[src/hw/l1d_cfg_pkg.sv]
package l1d_cfg_pkg;

  // --------------------------------------------------
  // Physical address
  // --------------------------------------------------
  localparam int PADDR_W = 32;

  // --------------------------------------------------
  // Line geometry
  // --------------------------------------------------
  localparam int LINE_BYTES = 16;           // Bytes per cache line
  localparam int DATA_W     = LINE_BYTES * 8;  // Full line as one word

  // --------------------------------------------------
  // Array organization
  // --------------------------------------------------
  // Two-way set associative, small enough to fill quickly
  localparam int SET_NUM = 16;
  localparam int WAY_NUM = 2;

endpackage

[src/hw/l1d_lsu_pkg.sv]
package l1d_lsu_pkg;

  import l1d_cfg_pkg::*;

  // --------------------------------------------------
  // Address split
  // --------------------------------------------------
  // | tag | index | offset |
  localparam int OFFSET_W = $clog2(LINE_BYTES);
  localparam int INDEX_W  = $clog2(SET_NUM);
  localparam int TAG_W    = PADDR_W - INDEX_W - OFFSET_W;

  // One enable per byte of the line
  localparam int BE_W = LINE_BYTES;

  // --------------------------------------------------
  // L2 command tag
  // --------------------------------------------------
  // Top two bits give the requester class, LRQ entry sits in the low bits
  localparam int L2_CMD_TAG_W = 8;

  localparam logic [1:0] L2_UPPER_TAG_RD_L1D = 2'd2;  // L1D line read

endpackage

[src/hw/l1d_update_merge.sv]
`timescale 1ns/100ps

module l1d_update_merge
  import l1d_cfg_pkg::*;
  import l1d_lsu_pkg::*;
(
  input  logic               i_clk,
  input  logic               i_reset_n,

  // Refill stage 1 and LRQ search result
  input  logic               i_rp1_valid,
  input  logic [DATA_W-1:0]  i_rp1_data,
  input  logic [PADDR_W-1:0] i_search_paddr,

  // Store from the pipeline
  input  logic               i_wr_valid,
  input  logic [PADDR_W-1:0] i_wr_paddr,
  input  logic [DATA_W-1:0]  i_wr_data,
  input  logic [BE_W-1:0]    i_wr_be,

  // Array update
  output logic               o_upd_valid,
  output logic [PADDR_W-1:0] o_upd_paddr,
  output logic [DATA_W-1:0]  o_upd_data,
  output logic [BE_W-1:0]    o_upd_be,
  output logic               o_upd_refill,
  output logic               o_wr_conflict
);

  logic               r_rp2_valid;
  logic [PADDR_W-1:0] r_rp2_paddr;
  logic [DATA_W-1:0]  r_rp2_data;

  // --------------------------------------------------
  // Refill stage 2
  // --------------------------------------------------
  always_ff @(posedge i_clk or negedge i_reset_n) begin
    if (!i_reset_n) begin
      r_rp2_valid <= 1'b0;
    end else begin
      r_rp2_valid <= i_rp1_valid;
    end
  end

  always_ff @(posedge i_clk) begin
    r_rp2_paddr <= i_search_paddr;  // Line address recovered from LRQ
    r_rp2_data  <= i_rp1_data;
  end

  // Refill has priority, the store is dropped
  assign o_upd_valid   = r_rp2_valid | i_wr_valid;
  assign o_upd_refill  = r_rp2_valid;
  assign o_upd_paddr   = r_rp2_valid ? r_rp2_paddr : i_wr_paddr;
  assign o_upd_data    = r_rp2_valid ? r_rp2_data : i_wr_data;
  assign o_upd_be      = r_rp2_valid ? {BE_W{1'b1}} : i_wr_be;
  assign o_wr_conflict = r_rp2_valid & i_wr_valid;

endmodule
[config.mk]
export PLATFORM = sky130hd
export DESIGN_NAME = l1d_update_merge
export DESIGN_NICKNAME = d
export VERILOG_FILES = /design/src/hw/l1d_cfg_pkg.sv /design/src/hw/l1d_lsu_pkg.sv /design/src/hw/l1d_update_merge.sv
export SDC_FILE = /design/constraint.sdc
export NUM_CORES = 1
export LEC_CHECK = 0
export ABC_AREA = 1
export BUFFER_PORTS_ARGS = -buffer_cell sky130_fd_sc_hd__clkbuf_2
export CAP_MARGIN = 25
export CORE_AREA = 2 2 200 202
export CTS_CLUSTER_DIAMETER = 100
export DETAILED_ROUTE_END_ITERATION = 8
export DIE_AREA = 0 0 202 204
export SYNTH_ARGS = -nofsm -noshare
export SYNTH_HDL_FRONTEND = slang
export SYNTH_SLANG_ARGS = --single-unit
[constraint.sdc]
create_clock -name i_clk -period 1.56 [get_ports i_clk]
set_input_delay 0.312 -clock i_clk [delete_from_list [all_inputs] [get_ports i_clk]]
set_output_delay 0.312 -clock i_clk [all_outputs]
set_load 0.1 [all_outputs]
Word level (Yosys, flattened, before mapping)
Index checks and enable logic that the tools add are counted.
Word-level totals
  flip-flop bits (word level): 161
  latch bits: 0
  RAM bits: 0
  bits in read-only memories: 0
  input bits: 340
  output and inout bits: 179
  word-level logic and storage cells: 8
  memories kept: 0
Cells by class
  add/sub/neg operators: 0
  $mul: 0
  divide/modulo/power cells: 0
  order comparisons: 0
  equality and inequality tests: 0
  shift-type cells: 0
  muxes and demuxes: 3
  bitwise logic cells: 2
  reduce and logical (&&, ||, !) cells: 0
Operators with widths (count)
  $mux W128: 1
  $mux W32: 1
  $mux W16: 1
  $and A1 B1 Y1: 1
  $or A1 B1 Y1: 1

Logic depth before layout (Yosys ltp)
Gate-level depths: netlist of the first run.
  depth after elaboration: 1
  mapped depth: 6
  mapped depth without buffers: 3

Worst setup path before layout of the first run
OpenSTA, ideal clock, no wires.
  kind: register to output
  from: reg r_rp2_valid, in the netlist o_upd_refill
  to: out o_upd_data[100]
  arrival: 2210 ps
  required time: 1248 ps
  setup slack: -962 ps
  cell stages (with the launch flop): 6
  buffers on the path: 3
  cells stage by stage: dfrtp_1 -> buf_4 -> buf_4 -> buf_2 -> nand2_1 -> nand2_1
Between the ends
  cells in the longest elaborated chain, start to end: 1
Ends and longest elaborated chain
  start: declaration: line l1d_update_merge.sv:30  | logic r_rp2_valid;
  start signal: assignment: line l1d_update_merge.sv:41  | r_rp2_valid <= i_rp1_valid;
  $mux W128: line l1d_update_merge.sv:54  | assign o_upd_data = r_rp2_valid ? r_rp2_data : i_wr_data;
  end: declaration: line l1d_update_merge.sv:24  | output logic [DATA_W-1:0] o_upd_data,
No other way between the ends.

Worst setup path after layout of the first run
  from: reg r_rp2_valid, in the netlist o_upd_refill
  to: out o_upd_be[6]
Between the ends
  cells in the longest elaborated chain, start to end: 1
Ends and longest elaborated chain
  $mux W16: line l1d_update_merge.sv:55  | assign o_upd_be = r_rp2_valid ? {BE_W{1'b1}} : i_wr_be;
  end: declaration: line l1d_update_merge.sv:25  | output logic [BE_W-1:0] o_upd_be,
No other way between the ends.

==> summary.md, run 1 <==
| Metric | Value |
|---|---|
| Combinational Power Share | `0.432` |
| Input/output buffers | `518` |
| Row count | `73` |
| Largest net degree at the start of global routing | `44` |
| Startpoint type of the worst setup path | `register` |
| Vias in the first global route | `between 7000 and 8000` |
| CTS Buf Count | `17` |
| IO Count | `about 520` |
| Yosys warning count | `0` |
| Die H | `204 um` |
| Sw power | `between 6000 and 7000 uW` |
| Setup Crit Path Kind | `reg -> out` |
| Final design utilization | `0.448` |
| Mapped Area | `about 5400 um^2` |
| GR Overflow Total | `0` |
| Mapped Cells | `around 700` |
| Via count | `7314` |
| CORE AREA | `just under 40000 um^2` |
| Drt first pass iters | `6` |
| Most frequent cell after synthesis | `nand2_1` |
| Part of the power in the clock network | `0.292` |
| Yosys cell types | `10` |
| Placement Setup Slack | `-220 ps` |
| CP Capture Type | `primary output` |
| Area occupied by registers | `between 3000 and 4000 um^2` |
| Starting Density | `0.138` |
| RSZ-0062 raised after global routing | `yes` |
| Pwr/cell area | `918 nW/um^2` |
| Cell repeated most along the worst path | `buf_12` |
| DR iter-0 viols | `222` |
| Total of max-cap violations | `0` |
| Commonest cells post-synth | `nand2_1 (481), dfxtp_1 (160), buf_2 (20)` |
| CP max stage cell | `dfrtp_4` |
| Failing checks | `negative setup slack` |
| LEAKAGE | `roughly 0.008 uW` |
| CTS tree | `yes` |
| Area post-placement | `about 14000 um^2` |
| Die area | `between 40000 and 50000 um^2` |
| Count of pins over their slew limit | `0` |
| Tightest Pin Transition | `approximately 230 ps` |
| Post-synth top area share | `0.591` |
| Post-synth EDFFs | `0` |
| Initial antenna violation count | `1` |
| Dominant cells by area after synthesis | `dfxtp_1 (59%), nand2_1 (33%), buf_6 (2.3%)` |
| Main flop type after synthesis | `dfxtp_1` |
| Clk pin slew, worst setup/hold paths | `about 70 ps` |
| FF+latch count, synth | `roughly 160` |
| Crit-path max FO | `21` |
| VDD IR max | `0.784 mV` |
| Final setup viols | `roughly 180` |
| Worst Hold Class | `in -> async` |
| Power, Total | `around 16000 uW` |
| Min Hold Slack | `between 200 and 250 ps` |
| Slowest stage delay, CP | `about 560 ps` |
| Syn avg cell area | `7.76 um^2` |
| Max H-tree Level | `4` |
| Switch share | `0.381` |
| Placed wire-length estimate | `22300 um` |
| Multi-input combinational cell area | `between 5000 and 6000 um^2` |
| Final WS setup | `-612 ps` |
| DR WL/cell | `16.0 um` |
| CP cell instances | `buf_12, clkbuf_16, or2_4, buf_12` |
| First-pass GRT wire length | `~44000 um` |
| Area grow syn2layout | `224%` |
| Fin crit share | `1.39` |
| NumNets Final | `about 1700` |
| Vias per cell | `between 3 and 4` |
| # DRC | `0` |
| Synth area leader | `dfxtp_1` |
| Slew HR | `0.846` |
| Die X | `~200 um` |
| Layout cells sized above 1 | `0.698` |
| Sequential Power Share | `0.275` |
| Register area share after synthesis | `0.596` |
| GRT Total Usage | `0.142` |
| Syn nets | `1038` |
| Clock sink total | `161` |
| Tmin final | `approximately 2200 ps` |
| Antenna-violating nets left | `0` |
| Routed WL | `approximately 31000 um` |
| Fmax | `460 MHz` |
| Outcome | `complete, but fails checks` |
| Int Pwr | `between 9000 and 10000 uW` |
| Fin area | `~18000 um^2` |
| Hold Fails Final Rpt | `0` |
| Root Driver | `clkbuf_16` |
| Gpl congestion | `0.885` |
| Synth async-reset ratio | `0.00621` |
| CTS Buffer Depth | `2` |
| FILL cells | `around 3400` |
| Inserted Diodes | `0` |
| Critical Path RT | `approximately 1300 ps` |
| Critical Path AT | `1860 ps` |
stage by stage:
| stage | TNS [ps] | std cells |
|---|---|---|
| after floorplan | -27100 | 698 |
| final | -94430 | 1941 |
| after CTS | -104870 | 1930 |
| after global placement | -12080 | 1736 |
| after detailed placement | -14220 | 1736 |
| after global routing | -107800 | 1941 |
cells in the final DEF (no fill, tap or decap):
| master | count |
|---|---|
| buf_16 | 4 |
| or2_4 | 17 |
| dfrtp_4 | 1 |
| clkbuf_16 | 22 |
| bufinv_16 | 4 |
| buf_12 | 191 |
| buf_8 | 3 |
| clkbuf_2 | 339 |
| nand2_4 | 35 |
| clkbuf_1 | 1 |
| dfxtp_1 | 160 |
| clkbuf_8 | 6 |
| clkinv_16 | 1 |
| buf_6 | 12 |
| dlygate4sd3_1 | 162 |
| clkinv_8 | 2 |
| nand2_1 | 104 |
| inv_6 | 1 |
| buf_4 | 6 |
| nand2_8 | 164 |
| nand2_2 | 178 |
| clkinvlp_4 | 2 |
| clkinv_4 | 1 |
layer usage:
layer	track usage	routed length, um	vias up
met4	0.0756	1090	2
li1	-	-	3485
met1	0.142	11000	3410
met5	0	14	-
met3	0.0469	2400	51
met2	0.261	16600	366
flip-flops by register name, summed over array words and instances (netlist names):
name,cells
r_rp2_paddr,32
o_upd_refill,1
r_rp2_data,128
final cells by class:
class,count,area share
Timing Repair Buffer,722,0.433
Multi-Input combinational cell,498,0.304
Inverter,2,0.00135
Clock buffer,24,0.0292
Sequential cell,161,0.184
Timing Repair inverter,2,0.00264
Tap cell,525,0.0374
Clock inverter,7,0.00827
kinds of logic (layout without fill, tap and decap cells):
| group | Yosys count | in the layout | synth area share |
|---|---|---|---|
| flip-flops | 161 | 161 | 0.596 |
| buffers and inverters | 39 | 757 | 0.0508 |
| AND/OR/NAND/NOR | 498 | 498 | 0.353 |
critical path: cells and delay by family (launching register included):
family                 cells  cell delay [ps]
DFF                        1              560
buffers and inverters      3              560
and+or+nand+nor            1              260
power groups by stage:
stage | Sequential, uW | Clock, uW | Combinational, uW
final | 4440 | 4710 | 6970
after global routing | 4450 | 5030 | 7190
after CTS | 4420 | 4850 | 6740
after detailed placement | 4500 | 0 | 6350
after global placement | 4490 | 0 | 6300
after floorplan | 4490 | 0 | 4070
final timing paths:
| kind | start | to | slack (ps) | cells after the start |
|---|---|---|---|---|
| max | o_upd_refill | o_upd_be[6] | -610 | 4 |
| min | i_reset_n | o_upd_refill | 200 | 2 |
| max in group asynchronous | i_reset_n | o_upd_refill | 1220 | 2 |
| min in group i_clk | i_rp1_data[122] | r_rp2_data[122] | 480 | 2 |
timing repair:
item / CTS / global route
endpoints found under the hold margin: 162 / 0
setup endpoints to repair: 179 / 179
gates resized for setup: 51 / 184
cloned: 1 / 7
pin swaps: 0 / 1
hold buffers: 162 / 0
buffers inserted: 0 / 4
Note: power is estimated with default switching activity, not from simulation.
==> run 2, diff against run 1 <==
- PLACE_DENSITY: unset -> 0.44
==> run 2 against run 1 <==
Net effect: the flow still finishes with violations (negative setup slack); via count down 4.5%; first-iteration DRC count down 38%; worst setup slack better by 64 ps; die area unchanged; sequential cell count unchanged; sequential share of layout area up 0.80 points; maximum frequency up 3.1%; count of clock-buffer cells in the layout down 2; hold slack worse by 160 ps; power down 4.5%; combinational power down 3.0%; critical endpoint is now o_upd_data[97].
==> summary.md, run 2 (synthesis results as in run 1) <==
| Metric | Value |
|---|---|
| Largest net degree at the start of global routing | `34 (was 44)` |
| Input/output buffers | `518 (unchanged)` |
| Failing checks | `negative setup slack (unchanged)` |
| Hold Fails Final Rpt | `0 (unchanged)` |
| CP max stage cell | `dfrtp_4 (unchanged)` |
| Total of max-cap violations | `0 (unchanged)` |
| Worst Min Path Start | `i_rp1_data[29]` |
| Slowest stage delay, CP | `530 ps (was 560 ps)` |
| Layout cells sized above 1 | `0.631 (was 0.698)` |
| Hold-critical path depth | `1` |
| Critical Path AT | `1800 ps (was 1860 ps)` |
| VDD IR max | `1.01 mV (was 0.784 mV)` |
| FILL cells | `3671 (was 3375)` |
| Final Non-Filler Cells | `1927 (was 1941)` |
| Fmax | `474 MHz (was 460 MHz)` |
| CTS Buffer Depth | `2 (unchanged)` |
| Final setup viols | `179 (unchanged)` |
| Initial antenna violation count | `0 (was 1)` |
| Crit-path max FO | `20 (was 21)` |
| Setup Crit Path Kind | `reg -> out (unchanged)` |
| DR WL/cell | `15.3 um (was 16.0 um)` |
| Drt first pass iters | `4 (was 6)` |
| Tmin final | `2110 ps (was 2170 ps)` |
| Final WS setup | `-548 ps (was -612 ps)` |
| Critical Path RT | `1250 ps (about the same)` |
| CP Capture Type | `primary output (unchanged)` |
| Root Driver | `clkbuf_16 (unchanged)` |
| Vias per cell | `3.63 (was 3.77)` |
| Inserted Diodes | `0 (unchanged)` |
| Slew HR | `0.851 (was 0.846)` |
| Pwr/cell area | `914 nW/um^2 (was 918 nW/um^2)` |
| Final design utilization | `0.429 (was 0.448)` |
| Clock sink total | `161 (unchanged)` |
| Min Hold Slack | `45.5 ps (was 205 ps)` |
| Delay-heaviest family, CP | `buffers and inverters (was flip-flops)` |
| Most common cell after layout, fill and taps aside | `clkbuf_2 (unchanged)` |
| DR iter-0 viols | `137 (was 222)` |
| CTS tree | `yes (unchanged)` |
| Die area | `41200 um^2 (unchanged)` |
| Starting Density | `0.138 (unchanged)` |
| Max H-tree Level | `4 (unchanged)` |
| LEAKAGE | `0.00764 uW (was 0.00791 uW)` |
| Fin crit share | `1.35 (was 1.39)` |
| Die H | `204 um (unchanged)` |
| Antenna-violating nets left | `0 (unchanged)` |
| Biggest register | `r_rp2_data (unchanged)` |
| DP Cell Count | `1731 (was 1736)` |
| Area grow syn2layout | `211% (was 224%)` |
| NumNets Final | `1730 (was 1744)` |
| Setup TNS Final | `-86190 ps (was -94430 ps)` |
| GR Overflow Total | `0 (unchanged)` |
| Outcome | `complete, but fails checks (unchanged)` |
| CORE AREA | `39200 um^2 (unchanged)` |
| IO Count | `519 (unchanged)` |
| Hold EP | `r_rp2_data[29]` |
| CP cell instances | `inv_12, buf_16, nand2_2, buf_4, nand2_8, buf_12 (was buf_12, clkbuf_16, or2_4, buf_12)` |
| Count of pins over their slew limit | `0 (unchanged)` |
| Via count | `6988 (was 7314)` |
| Tightest Pin Transition | `223 ps (was 231 ps)` |
| First-pass GRT wire length | `44200 um (was 43600 um)` |
| Startpoint type of the worst setup path | `register (unchanged)` |
| Routed WL | `29500 um (was 31100 um)` |
| Placed wire-length estimate | `23500 um (was 22300 um)` |
| RSZ-0062 raised after global routing | `yes (unchanged)` |
| Worst Hold Class | `in -> reg (was in -> async)` |
| Most frequent cells in the layout | `clkbuf_2 (339), nand2_1 (194), buf_12 (185) (was clkbuf_2 (339), buf_12 (191), nand2_2 (178))` |
| Die X | `202 um (unchanged)` |
| Clk pin slew, worst setup/hold paths | `70 ps (about the same)` |
| # DRC | `0 (unchanged)` |
| CP bufs+invs | `4 (was 3)` |
| Placement Setup Slack | `-194 ps (was -220 ps)` |
| Vias in the first global route | `7806 (was 7793)` |
| CTS Buf Count | `17 (unchanged)` |
| Gpl congestion | `0.814 (was 0.885)` |
| GRT Total Usage | `0.143 (was 0.142)` |
| Row count | `73 (unchanged)` |
| Largest register FFs | `128 (unchanged)` |
==> run 2: cell types whose count changed in the layout (fill, tap and decap cells not counted), moves of 4 or more <==
cell      previous run  this run
nand2_1            104       194
nand2_4             35        22
clkbuf_8             6         2
buf_12             191       185
nand2_8            164       159
nand2_2            178       106
buf_4                6        12
buf_6               12         4
==> run 2: worst max-delay path by stage <==
stage | start | end | depth (start not counted)
floorplan | o_upd_refill | o_upd_data[100] | 6
global placement | o_upd_refill | o_upd_data[97] | 6
detailed placement | o_upd_refill | o_upd_data[21] | 5
CTS | o_upd_refill | o_upd_data[78] | 5
global route | o_upd_refill | o_upd_data[97] | 6
finish | o_upd_refill | o_upd_data[97] | 6
==> run 2: report_power, final <==
| part | switching, uW | internal, uW | leakage, uW |
|---|---|---|---|
| registers | 79.0 | 4340 | 0.00136 |
| logic | 4160 | 2600 | 0.00600 |
| clock network | 1770 | 2430 | 0.000280 |
==> run 2: cell type report <==
class / instances / area [um^2] / area share
clock buffers: 22 / 464 / 0.0276
clock inverters: 9 / 109 / 0.00647
inverters: 2 / 23.8 / 0.00141
multi-input cells: 498 / 4970 / 0.296
flip-flops and latches: 161 / 3230 / 0.192
well taps: 525 / 657 / 0.0391
repair buffers: 710 / 7360 / 0.438
==> run 2: layer usage <==
metal,up-vias,part of all wire,GRT usage
met5,-,0,0
met4,0,0.027,0.0614
met3,27,0.088,0.0539
met2,320,0.53,0.261
met1,3183,0.36,0.145
li1,3458,-,-
==> run 2: what timing repair did <==
action                                  in CTS  in global routing
endpoints found under the setup margin     179                179
hold buffers                               161                  0
gates resized for setup                     50                 36
endpoints found under the hold margin      161                  0
gates cloned                                 1                  2
buffers inserted                             1                  0
==> run 2: per-stage QoR <==
stage               cell area (um^2)  power, uW
floorplan                       8340       8560
CTS                            16700      15600
global placement               14300      10800
finish                         16800      15400
global route                   16800      16000
detailed placement             14300      10900
==> run 3, diff against run 2 <==
- CELL_PAD_IN_SITES_DETAIL_PLACEMENT: unset -> 1
- CELL_PAD_IN_SITES_GLOBAL_PLACEMENT: unset -> 2
- CORE_AREA: 2 2 200 202 -> 2 2 204 206
- DIE_AREA: 0 0 202 204 -> 0 0 206 208
- PLACE_DENSITY: 0.44 -> 0.71
==> run 3 against run 2 <==
Net effect: the run still ends with negative setup slack left; hold slack improved by 130 ps; sequential share of layout area rose by 0.18 points; critical path depth fell by 1; global-route usage grew 1.0 points; combinational power is essentially flat; critical path type unchanged; largest cell class unchanged; highest routed layer is now met5.
==> summary.md, run 3 (synthesis results as in run 1) <==
| Metric | Value |
|---|---|
| CP Capture Type | `primary output (unchanged)` |
| DP Cell Count | `1734 (was 1731)` |
| Count of pins over their slew limit | `0 (unchanged)` |
| Die X | `206 um (was 202 um)` |
| Area grow syn2layout | `208% (was 211%)` |
| GR Overflow Total | `0 (unchanged)` |
| FILL cells | `4366 (was 3671)` |
| Fmax | `460 MHz (was 474 MHz)` |
| CP bufs+invs | `3 (was 4)` |
| Die area | `42800 um^2 (was 41200 um^2)` |
| RSZ-0062 raised after global routing | `yes (unchanged)` |
| Routed WL | `32600 um (was 29500 um)` |
| Layout cells sized above 1 | `0.614 (was 0.631)` |
| Row count | `74 (was 73)` |
| Critical Path AT | `1860 ps (was 1800 ps)` |
| DR iter-0 viols | `136 (was 137)` |
| Total of max-cap violations | `0 (unchanged)` |
| Outcome | `complete, but fails checks (unchanged)` |
| Tmin final | `2170 ps (was 2110 ps)` |
| IO Count | `519 (unchanged)` |
| Starting Density | `0.134 (was 0.138)` |
| Crit-path max FO | `29 (was 20)` |
| Clk pin slew, worst setup/hold paths | `70 ps (about the same)` |
| LEAKAGE | `0.00756 uW (was 0.00764 uW)` |
| CORE AREA | `40600 um^2 (was 39200 um^2)` |
| Setup Fix Bufs, Post-CTS | `0 (was 1)` |
| Root Driver | `clkbuf_16 (unchanged)` |
| NumNets Final | `1724 (was 1730)` |
| GRT Total Usage | `0.153 (was 0.143)` |
| Final WS setup | `-614 ps (was -548 ps)` |
| Pwr/cell area | `931 nW/um^2 (was 914 nW/um^2)` |
| Slowest stage delay, CP | `550 ps (was 530 ps)` |
| Delay-heaviest family, CP | `flip-flops (was buffers and inverters)` |
| Gpl congestion | `0.789 (was 0.814)` |
| Drt first pass iters | `4 (unchanged)` |
| Hold Fails Final Rpt | `0 (unchanged)` |
| Startpoint type of the worst setup path | `register (unchanged)` |
| Min Hold Slack | `175 ps (was 45.5 ps)` |
| Area occupied by registers | `3230 um^2 (unchanged)` |
| Vias per cell | `3.76 (was 3.63)` |
| DR WL/cell | `16.9 um (was 15.3 um)` |
| Tightest Pin Transition | `325 ps (was 223 ps)` |
| Vias in the first global route | `8511 (was 7806)` |
| Fin crit share | `1.39 (was 1.35)` |
| Critical Path RT | `1250 ps (about the same)` |
| Most common cell after layout, fill and taps aside | `clkbuf_2 (unchanged)` |
| Largest register FFs | `128 (unchanged)` |
| Area post-placement | `14300 um^2 (about the same)` |
| VDD IR max | `0.764 mV (was 1.01 mV)` |
| CTS Buffer Depth | `2 (unchanged)` |
| Antenna-violating nets left | `0 (unchanged)` |
| Worst Hold Class | `in -> async (was in -> reg)` |
| Via count | `7246 (was 6988)` |
| Setup Crit Path Kind | `reg -> out (unchanged)` |
| CTS tree | `yes (unchanged)` |
| Final design utilization | `0.411 (was 0.429)` |
| Placed wire-length estimate | `25300 um (was 23500 um)` |
| Slew HR | `0.783 (was 0.851)` |
| Fin area | `16700 um^2 (was 16800 um^2)` |
| Max H-tree Level | `4 (unchanged)` |
| Final setup viols | `179 (unchanged)` |
| Initial antenna violation count | `1 (was 0)` |
| Setup TNS Final | `-99480 ps (was -86190 ps)` |
| Failing checks | `negative setup slack (unchanged)` |
| Biggest register | `r_rp2_data (unchanged)` |
| Largest net degree at the start of global routing | `39 (was 34)` |
| CP cell instances | `inv_12, buf_16, nand2_1, nand2_8, buf_12 (was inv_12, buf_16, nand2_2, buf_4, nand2_8, buf_12)` |
| Input/output buffers | `518 (unchanged)` |
| CP Launch Point | `o_upd_refill (unchanged)` |
| Final Non-Filler Cells | `1929 (was 1927)` |
| Multi-input combinational cell area | `4880 um^2 (was 4970 um^2)` |
| Clock sink total | `161 (unchanged)` |
| CP max stage cell | `dfrtp_4 (unchanged)` |
| Inserted Diodes | `0 (unchanged)` |
| Die H | `208 um (was 204 um)` |
| CTS Buf Count | `17 (unchanged)` |
| Most frequent cells in the layout | `clkbuf_2 (339), nand2_1 (217), buf_12 (187) (was clkbuf_2 (339), nand2_1 (194), buf_12 (185))` |
| # DRC | `0 (unchanged)` |
| First-pass GRT wire length | `48300 um (was 44200 um)` |
run 3: cell types whose count changed in the layout (fill, tap and decap cells not counted), moves of 2 or more:
cell / change
buf_16: -3
clkinvlp_4: +2
buf_12: +2
nand2_2: -17
buf_4: -4
nand2_1: +23
nand2_4: -6
clkbuf_1: -3
run 3: final timing paths:
| kind | end | slack, ps | depth (start not counted) |
|---|---|---|---|
| worst max-delay path | o_upd_data[42] | -610 | 5 |
| worst min-delay path | o_upd_refill | 170 | 2 |
| max in group asynchronous | o_upd_refill | 1290 | 2 |
| min in group i_clk | r_rp2_data[122] | 470 | 2 |
run 3: area by class of cell:
type	instances	area share
clock buffer	19	0.0272
clock inverter	13	0.00826
inverter	2	0.00143
multi-input combinational	498	0.293
sequential	161	0.194
tap	532	0.0400
timing repair buffer	704	0.436
run 3: repair_timing:
item                                    CTS  global route
hold buffers                            162             0
hold endpoints to repair                162             0
gates resized for setup                  24            32
endpoints found under the setup margin  179           179
cloned                                    0             1
run 3: per-layer routing:
metal | GRT usage | part of all wire | vias to the layer above
met5 | 0 | 0.00040 | -
met3 | 0.0627 | 0.095 | 49
li1 | - | - | 3449
met2 | 0.287 | 0.54 | 353
met1 | 0.143 | 0.33 | 3393
met4 | 0.0704 | 0.031 | 2
run 3: power by group:
part           internal [uW]  switching [uW]
logic                   2570            4170
registers               4340            89.3
clock network           2430            1920
run 3: metrics by stage:
stage / setup slack, ps / total power [uW]
6_report: -614 / 15500
5_1_grt: -713 / 16100
4_1_cts: -683 / 15700
3_5_place_dp: -304 / 10900
3_3_place_gp: -268 / 10800
2_1_floorplan: -335 / 8560
